<file path="config.mk">
export PLATFORM = sky130hd
export DESIGN_NAME = noc_mesh
export DESIGN_NICKNAME = d
export VERILOG_FILES = /design/src/verilog/noc_pkg.sv /design/src/verilog/noc_input_buffer.sv /design/src/verilog/noc_mesh.sv /design/src/verilog/noc_output_arbiter.sv /design/src/verilog/noc_router.sv
export SDC_FILE = /design/constraint.sdc
export NUM_CORES = 2
export LEC_CHECK = 0
export ABC_AREA = 1
export BUFFER_PORTS_ARGS = -buffer_cell sky130_fd_sc_hd__buf_2
export CELL_PAD_IN_SITES_DETAIL_PLACEMENT = 0
export CELL_PAD_IN_SITES_GLOBAL_PLACEMENT = 1
export CORE_MARGIN = 2
export CORE_UTILIZATION = 38
export DETAILED_ROUTE_END_ITERATION = 7
export GPL_TIMING_DRIVEN = 1
export PLACE_DENSITY_LB_ADDON = 0.1
export SLEW_MARGIN = 20
export SYNTH_ARGS = -nofsm -noshare
export SYNTH_HDL_FRONTEND = slang
export SYNTH_SLANG_ARGS = --single-unit
</file>
<file path="constraint.sdc">
create_clock -name clk -period 11.14 [get_ports clk]
set_input_delay 2.785 -clock clk [delete_from_list [all_inputs] [get_ports clk]]
set_output_delay 2.785 -clock clk [all_outputs]
set_load 0.05 [all_outputs]
</file>
<file path="src/verilog/noc_pkg.sv">
// ==============================
// Shared types for the 2x2 packet mesh
// Rows are x and columns are y, row 0 at the north edge
// One virtual channel, single-flit packets only
// ==============================
`default_nettype none

package noc_pkg;

  localparam int noc_size_x = 2;                      // Number of rows
  localparam int noc_size_y = 2;                      // Number of columns
  localparam int noc_nodes  = noc_size_x*noc_size_y;  // Routers, one endpoint each
  localparam int coord_w    = 1;                      // Bits per coordinate
  localparam int payload_w  = 16;
  localparam int n_ports    = 5;                      // Local plus four mesh directions

  // A packet is a single flit, so the header rides with the payload
  typedef struct packed {
    logic [coord_w-1:0]   dest_x;   // Destination row
    logic [coord_w-1:0]   dest_y;   // Destination column
    logic [1:0]           src_id;   // Sending node, y + x*noc_size_y
    logic [5:0]           seq;      // Per-flow sequence number
    logic [payload_w-1:0] payload;
  } flit_t;

  // Forward half of a link, driven by the sender
  typedef struct packed {
    logic  valid;
    flit_t flit;
  } link_req_t;

  // Backward half of a link, driven by the receiver
  typedef struct packed {
    logic ready;
  } link_resp_t;

  typedef enum logic [2:0] {
    local_p,
    north_p,
    south_p,
    east_p,
    west_p
  } port_e;

  // One bit per port, indexed by port_e
  typedef logic [n_ports-1:0] port_mask_t;

  // Dimension-ordered routing, the row is resolved before the column
  function automatic port_e route_port(input logic [coord_w-1:0] dest_x,
                                       input logic [coord_w-1:0] dest_y,
                                       input int router_x,
                                       input int router_y);
    port_e dir;
    if (int'(dest_x) < router_x)      dir = north_p;  // Smaller row lies north
    else if (int'(dest_x) > router_x) dir = south_p;
    else if (int'(dest_y) < router_y) dir = west_p;   // Same row, move along it
    else if (int'(dest_y) > router_y) dir = east_p;
    else                              dir = local_p;  // Arrived
    return dir;
  endfunction

endpackage

`default_nettype wire

</file>
<file path="src/verilog/noc_input_buffer.sv">
// ==============================
// Two-entry input FIFO of one router port
// Ready comes from the registered count only
// pop must only be raised while head_valid is high
// ==============================
`default_nettype none

module noc_input_buffer import noc_pkg::*; #(
  parameter int router_x = 0,  // Row of the owning router
  parameter int router_y = 0   // Column of the owning router
) (
  input  logic       clk,
  input  logic       rst_n,
  input  link_req_t  in_req,      // Upstream sender
  output link_resp_t in_resp,
  output flit_t      head_flit,   // Oldest stored flit
  output logic       head_valid,
  output port_e      head_port,   // Output port the head flit needs
  input  logic       pop          // Head leaves this cycle
);

  flit_t      mem [2];   // Flit storage
  logic       wr_ptr;    // Next slot to write
  logic       rd_ptr;    // Slot holding the head
  logic [1:0] count;     // Stored flits, 0 to 2
  logic       push;

  // Ready only looks at the count register, so it never waits on downstream logic
  assign in_resp.ready = (count < 2'd2);

  // A transfer happens when the sender's valid meets our ready
  assign push = in_req.valid && in_resp.ready;

  assign head_valid = (count != 2'd0);
  assign head_flit  = mem[rd_ptr];  // Ignored by the router while empty

  // Routing is resolved once here, the crossbar and the arbiters reuse the result
  assign head_port = route_port(head_flit.dest_x, head_flit.dest_y, router_x, router_y);

  // Pointers and count
  always_ff @(posedge clk or negedge rst_n) begin
    if (!rst_n) begin
      wr_ptr <= 1'b0;
      rd_ptr <= 1'b0;
      count  <= 2'd0;  // Empty, so ready is high out of reset
    end else begin
      if (push) begin
        wr_ptr <= ~wr_ptr;  // Two slots, the pointer simply toggles
      end
      if (pop) begin
        rd_ptr <= ~rd_ptr;
      end
      // Push and pop in the same cycle leave the count unchanged
      count <= count + {1'b0, push} - {1'b0, pop};
    end
  end

  // Storage write, the flit is visible at the head one cycle after the transfer
  always_ff @(posedge clk) begin
    if (push) begin
      mem[wr_ptr] <= in_req.flit;
    end
  end

endmodule

`default_nettype wire

</file>
<file path="src/verilog/noc_mesh.sv">
// ==============================
// 2x2 mesh top, node index is y + x*noc_size_y
// Edge inputs are idle and edge outputs never see ready
// Only the local ports leave this module
// ==============================
`default_nettype none

module noc_mesh import noc_pkg::*; (
  input  logic       clk,
  input  logic       rst_n,
  input  link_req_t  in_req   [noc_nodes],  // Injection into each local port
  output link_resp_t in_resp  [noc_nodes],
  output link_req_t  out_req  [noc_nodes],  // Ejection from each local port
  input  link_resp_t out_resp [noc_nodes]
);

  // Vertical boundaries, entry y + x*noc_size_y sits above row x
  link_req_t  up_req  [noc_size_y*(noc_size_x+1)];  // Flits moving north
  link_resp_t up_resp [noc_size_y*(noc_size_x+1)];
  link_req_t  dn_req  [noc_size_y*(noc_size_x+1)];  // Flits moving south
  link_resp_t dn_resp [noc_size_y*(noc_size_x+1)];

  // Horizontal boundaries, entry y + x*(noc_size_y+1) sits left of column y
  link_req_t  lt_req  [(noc_size_y+1)*noc_size_x];  // Flits moving west
  link_resp_t lt_resp [(noc_size_y+1)*noc_size_x];
  link_req_t  rt_req  [(noc_size_y+1)*noc_size_x];  // Flits moving east
  link_resp_t rt_resp [(noc_size_y+1)*noc_size_x];

  for (genvar x = 0; x < noc_size_x; x++) begin : g_row
    for (genvar y = 0; y < noc_size_y; y++) begin : g_col
      localparam int local_idx = y + x*noc_size_y;
      localparam int north_idx = y + x*noc_size_y;        // Boundary above
      localparam int south_idx = y + (x+1)*noc_size_y;    // Boundary below
      localparam int west_idx  = y + x*(noc_size_y+1);    // Boundary on the left
      localparam int east_idx  = (y+1) + x*(noc_size_y+1);

      link_req_t  r_in_req   [n_ports];  // Router side of the links, by port_e
      link_resp_t r_in_resp  [n_ports];
      link_req_t  r_out_req  [n_ports];
      link_resp_t r_out_resp [n_ports];

      noc_router #(
        .router_x (x),
        .router_y (y)
      ) u_router (
        .clk      (clk),
        .rst_n    (rst_n),
        .in_req   (r_in_req),
        .in_resp  (r_in_resp),
        .out_req  (r_out_req),
        .out_resp (r_out_resp)
      );

      // Arriving flits
      assign r_in_req[local_p] = in_req[local_idx];
      assign r_in_req[north_p] = dn_req[north_idx];  // Came down from the row above
      assign r_in_req[south_p] = up_req[south_idx];
      assign r_in_req[west_p]  = rt_req[west_idx];
      assign r_in_req[east_p]  = lt_req[east_idx];

      assign in_resp[local_idx] = r_in_resp[local_p];
      assign dn_resp[north_idx] = r_in_resp[north_p];
      assign up_resp[south_idx] = r_in_resp[south_p];
      assign rt_resp[west_idx]  = r_in_resp[west_p];
      assign lt_resp[east_idx]  = r_in_resp[east_p];

      // Leaving flits
      assign out_req[local_idx] = r_out_req[local_p];
      assign up_req[north_idx]  = r_out_req[north_p];
      assign dn_req[south_idx]  = r_out_req[south_p];
      assign lt_req[west_idx]   = r_out_req[west_p];
      assign rt_req[east_idx]   = r_out_req[east_p];

      assign r_out_resp[local_p] = out_resp[local_idx];
      assign r_out_resp[north_p] = up_resp[north_idx];
      assign r_out_resp[south_p] = dn_resp[south_idx];
      assign r_out_resp[west_p]  = lt_resp[west_idx];
      assign r_out_resp[east_p]  = rt_resp[east_idx];

      // Edges, nobody drives into the mesh and nobody takes flits off it
      if (x == 0) begin : g_north_edge
        assign dn_req[north_idx]  = '0;
        assign up_resp[north_idx] = '0;
      end
      if (x == noc_size_x-1) begin : g_south_edge
        assign up_req[south_idx]  = '0;
        assign dn_resp[south_idx] = '0;
      end
      if (y == 0) begin : g_west_edge
        assign rt_req[west_idx]  = '0;
        assign lt_resp[west_idx] = '0;
      end
      if (y == noc_size_y-1) begin : g_east_edge
        assign lt_req[east_idx]  = '0;
        assign rt_resp[east_idx] = '0;
      end
    end
  end

endmodule

`default_nettype wire

</file>
<file path="src/verilog/noc_output_arbiter.sv">
// ==============================
// Round-robin arbiter of one output port
// Requests must stay up until they are served
// ==============================
`default_nettype none

module noc_output_arbiter import noc_pkg::*; (
  input  logic       clk,
  input  logic       rst_n,
  input  port_mask_t req,        // Inputs whose head flit wants this output
  input  logic       out_ready,  // Ready of the link behind this output
  output port_mask_t grant,      // One-hot, or zero without requests
  output logic       out_valid
);

  logic [$bits(port_e)-1:0] ptr_q;  // Input with the highest priority
  logic [$bits(port_e)-1:0] win;    // Input granted this cycle

  // Scan from the far end back to the pointer, the last hit is the nearest one
  always_comb begin
    grant = '0;
    win   = ptr_q;
    for (int i = n_ports-1; i >= 0; i--) begin
      int idx;
      idx = int'(ptr_q) + i;
      if (idx >= n_ports) begin
        idx = idx - n_ports;  // Wrap around the five ports
      end
      if (req[idx]) begin
        grant      = '0;
        grant[idx] = 1'b1;
        win        = ($bits(port_e))'(idx);
      end
    end
  end

  assign out_valid = |req;  // Some head flit always wins when any request exists

  // While the winner stalls the pointer parks on it, so nobody can take over the
  // grant and the flit on the link stays the same
  always_ff @(posedge clk or negedge rst_n) begin
    if (!rst_n) begin
      ptr_q <= '0;
    end else if (out_valid) begin
      if (out_ready) begin
        ptr_q <= (win == ($bits(port_e))'(n_ports-1)) ? '0 : win + 1'b1;  // Past winner
      end else begin
        ptr_q <= win;
      end
    end
  end

endmodule

`default_nettype wire

</file>
<file path="src/verilog/noc_router.sv">
// ==============================
// Five-port router, one input buffer and one arbiter per port
// A free hop costs one cycle, there is no output register
// ==============================
`default_nettype none

module noc_router import noc_pkg::*; #(
  parameter int router_x = 0,  // Row in the mesh
  parameter int router_y = 0   // Column in the mesh
) (
  input  logic       clk,
  input  logic       rst_n,
  input  link_req_t  in_req   [n_ports],  // Indexed by port_e
  output link_resp_t in_resp  [n_ports],
  output link_req_t  out_req  [n_ports],
  input  link_resp_t out_resp [n_ports]
);

  flit_t      head_flit  [n_ports];  // Head of each input buffer
  logic       head_valid [n_ports];
  port_e      head_port  [n_ports];  // Output wanted by each head
  logic       pop        [n_ports];  // Input buffer loses its head
  port_mask_t req_mask   [n_ports];  // Per output, the inputs asking for it
  port_mask_t grant      [n_ports];  // Per output, the input that won
  logic       out_valid  [n_ports];

  for (genvar p = 0; p < n_ports; p++) begin : g_port
    noc_input_buffer #(
      .router_x (router_x),
      .router_y (router_y)
    ) u_input_buffer (
      .clk        (clk),
      .rst_n      (rst_n),
      .in_req     (in_req[p]),
      .in_resp    (in_resp[p]),
      .head_flit  (head_flit[p]),
      .head_valid (head_valid[p]),
      .head_port  (head_port[p]),
      .pop        (pop[p])
    );

    noc_output_arbiter u_output_arbiter (
      .clk       (clk),
      .rst_n     (rst_n),
      .req       (req_mask[p]),
      .out_ready (out_resp[p].ready),
      .grant     (grant[p]),
      .out_valid (out_valid[p])
    );
  end

  // Each valid head requests exactly one output
  always_comb begin
    for (int o = 0; o < n_ports; o++) begin
      req_mask[o] = '0;
      for (int i = 0; i < n_ports; i++) begin
        req_mask[o][i] = head_valid[i] && (head_port[i] == port_e'(o));
      end
    end
  end

  // Crossbar, the grant is one-hot so an OR of the masked heads is enough
  always_comb begin
    for (int o = 0; o < n_ports; o++) begin
      out_req[o].valid = out_valid[o];
      out_req[o].flit  = '0;
      for (int i = 0; i < n_ports; i++) begin
        if (grant[o][i]) begin
          out_req[o].flit = out_req[o].flit | head_flit[i];
        end
      end
    end
  end

  // An input pops when its granted output completes the transfer
  always_comb begin
    for (int i = 0; i < n_ports; i++) begin
      pop[i] = 1'b0;
    end
    for (int o = 0; o < n_ports; o++) begin
      for (int i = 0; i < n_ports; i++) begin
        if (grant[o][i] && out_resp[o].ready) begin
          pop[i] = 1'b1;  // At most one output can grant a given input
        end
      end
    end
  end

endmodule

`default_nettype wire
</file>
==> impl_metrics.env <==
export IMPL_status="completed"
export IMPL_cts_made_buffers=82
export IMPL_routed_via_density=5.257
export IMPL_remaining_drc_errors=0
export IMPL_tightestPinTransition_ns=1.144
export IMPL_die_h_um=368.4
export IMPL_r2r_cells=23
export IMPL_grt_pass1_vias=41850
export IMPL_postCtsSetupRepairBufs=0
export IMPL_period_needed_ns=8.412
export IMPL_rrSetupSlack_ns=5.61
export IMPL_cts_resized=0
export IMPL_finalCritPeriodShare_pct=75.51
export IMPL_whs_path_depth=1
export IMPL_synthFlopType="edfxtp_1"
export IMPL_grt_overflow=0
export IMPL_worst_setup_path_end_kind="primary output"
export IMPL_hold_viol=0
export IMPL_nets=7204
export IMPL_cts_clk_slew_worst_paths_ns=0.05
export IMPL_tns_ns=0
export IMPL_avgSynthCellArea_um2=7.476
export IMPL_htree_levels=3
export IMPL_initial_core_util_pct=38.34
export IMPL_critPathArrivalTime_ns=5.63
export IMPL_ios=226
export IMPL_drt_total_wl_um=181800
export IMPL_relSlewSlack_pct=22.94
export IMPL_drive_above_1_share_pct=8.295
export IMPL_ys_types=67
export IMPL_syn_inst=6751
export IMPL_synth_seq_area_share_pct=42.09
export IMPL_ctsHoldBuffers=0
export IMPL_port_buffers=223
export IMPL_tritoncts="done"
export IMPL_worstSetupPathType="register to primary output"
export IMPL_slew_violations=0
export IMPL_finalClockSkew_ns=0.02475
export IMPL_syn2layout_area_growth_pct=9.570
export IMPL_fp_row_count=133
export IMPL_setup_viol=0
export IMPL_drtPass1Iterations=6
export IMPL_multi_input_area_um2=25170
export IMPL_drv_cap=0
export IMPL_cts_sinks=724
export IMPL_ys_ff_latch=724
export IMPL_clock_latency_ns=0.69
export IMPL_cts_root_buf="clkbuf_16"
export IMPL_fill_cells=13520
export IMPL_syn_area_um2=50470
export IMPL_grt_setup_unrepaired="false"
export IMPL_final_common_cell="nand2_1"
export IMPL_grt_start_max_net_pins=53
export IMPL_fp_dieW_um=368.4
export IMPL_seq_area_um2=21240
export IMPL_required_ns=8.36
export IMPL_core_um2=131600
export IMPL_fp_dieArea_um2=135700
export IMPL_vias=45550
export IMPL_synth_warnings=0
export IMPL_crit_fanout=29
export IMPL_hpwl_um=140100
export IMPL_most_common_layout_cells="2720 x nand2_1, 637 x nand3_1, 626 x inv_1"
export IMPL_async_flop_share_pct=13.81
export IMPL_ant_nets=0
export IMPL_grt_pass1_wl_um=268100
export IMPL_hp_class="register to register"
export IMPL_cp_start_kind="register"
export IMPL_gp_congestion=0.9091
export IMPL_antenna_found_initial=4
export IMPL_synth_edf_count=624
export IMPL_cts_buffer_depth=3
export IMPL_max_freq_mhz=118.9
export IMPL_grtUsageTotal_pct=26.11
export IMPL_drt_iter0_drc=4780
export IMPL_avgRoutedWirePerCell_um=20.98
## routing by layer
metal	part of all wire [%]	routed length (µm)	track usage, %	vias up
li1	-	-	-	22330
met1	44	79900	35.70	21560
met2	47	84590	42.51	1423
met3	6.2	11300	3.480	237
met4	3.3	5944	8.830	4
met5	0.015	27	0	-
## final timing paths
| check | from | end |
|---|---|---|
| setup / recovery | register | out_req[103] |
| hold / removal | register | register |
| setup reg to reg | register | register |
| hold reg to reg | register | register |
| max in group asynchronous | rst_n | asynchronous set/reset pin |
| min in group asynchronous | rst_n | asynchronous set/reset pin |
## synthesized netlist by cell type (6+ instances only)
library cell | number | area (µm²)
buf_4 | 119 | 893.4
nand4_1 | 108 | 675.7
edfxtp_1 | 624 | 18740
o2111ai_1 | 28 | 245.2
nor2_1 | 429 | 1610
nand3_2 | 11 | 110.1
o22ai_1 | 20 | 125.1
nor3_1 | 59 | 295.3
clkinv_1 | 13 | 48.80
nand3b_1 | 16 | 120.1
dfrtp_1 | 100 | 2502
nand3_1 | 637 | 3188
clkbuf_1 | 55 | 206.5
o21ai_1 | 24 | 120.1
nand2_2 | 27 | 168.9
buf_2 | 75 | 375.4
ha_1 | 239 | 2990
o21ai_2 | 8 | 70.07
a22oi_1 | 26 | 195.2
nor4_1 | 7 | 43.79
a21oi_1 | 155 | 775.7
xnor2_1 | 16 | 140.1
buf_1 | 16 | 60.06
a31oi_1 | 16 | 100.1
o21ai_0 | 225 | 1126
inv_2 | 27 | 101.4
xor2_1 | 57 | 499.2
nand2_1 | 2720 | 10210
mux2i_1 | 24 | 240.2
inv_1 | 626 | 2350
o211ai_1 | 95 | 713.2
o31ai_1 | 14 | 105.1
fa_1 | 12 | 240.2
nor2_4 | 6 | 67.56
o21bai_1 | 8 | 60.06
buf_6 | 11 | 123.9
or2_2 | 37 | 231.5
## worst max-delay path: stages, from the launching register on
cell and delay, ns:
dfrtp_1 1.06, clkinv_1 1.11, nand2_1 0.24, o21ai_0 0.15, nor2_1 0.32, nand2_1 0.12
nand3_1 0.12, nand3_1 0.22, nor2_1 0.16, nand2_1 0.06, nand2_1 0.09, nand2_1 0.06
nand2_1 0.07, nand2_1 0.05, nand2_1 0.06, nand2_1 0.06, nand2_2 0.47, nand2_1 0.13
nand3_1 0.13, buf_2 0.27
## cell type report
cell class | instances | area share (%)
Sequential cell | 724 | 38.41
Inverter | 666 | 4.521
Clock inverter | 37 | 0.5928
Antenna cell | 2 | 0.009051
Clock buffer | 116 | 4.199
Multi-Input combinational cell | 5087 | 45.52
Timing Repair Buffer | 278 | 2.776
Tap cell | 1755 | 3.971
## stage by stage
stage / instance area [µm²] / setup WS, ns / cells / util (%) / hold WS [ns]
global placement: 52630 / 3.254 / 8510 / 39.99 / 0.4546
finish: 55300 / 2.728 / 8665 / 42.01 / 0.4659
CTS: 55290 / 2.414 / 8663 / 42.01 / 0.4694
global route: 55300 / 2.198 / 8664 / 42.01 / 0.4824
floorplan: 50480 / 4.988 / 6754 / - / 0.4423
detailed placement: 52640 / 3.164 / 8510 / 39.99 / 0.4581
## flip-flops by register name (all words and copies together), names as in the netlist
register and cells:
g_row.g_col.u_router.g_port.u_output_arbiter.ptr_q 36, g_row.g_col.u_router.g_port.u_input_buffer.wr_ptr 12, g_row.g_col.u_router.g_port.u_input_buffer.count 40, g_row.g_col.u_router.g_port.u_input_buffer.mem 624
g_row.g_col.u_router.g_port.u_input_buffer.rd_ptr 12
## cell families (layout without fill, tap and decap cells)
group / count (synthesis) / count (layout) / share of synthesized area, %
DFF: 724 / 724 / 42.09
other: 1 / 6 / 0.007430
xor gates and xnor gates: 76 / 76 / 1.386
adders and majority gates: 251 / 251 / 6.401
AOI/OAI and AO/OA: 655 / 655 / 7.961
and+or+nand+nor: 4077 / 4077 / 33.43
buffers and inverters: 943 / 1097 / 8.251
muxes: 24 / 24 / 0.4760
Power is left out: the tool's default activity adds up to more than one toggle a clock period on the data nets, which glitch-free logic cannot reach.
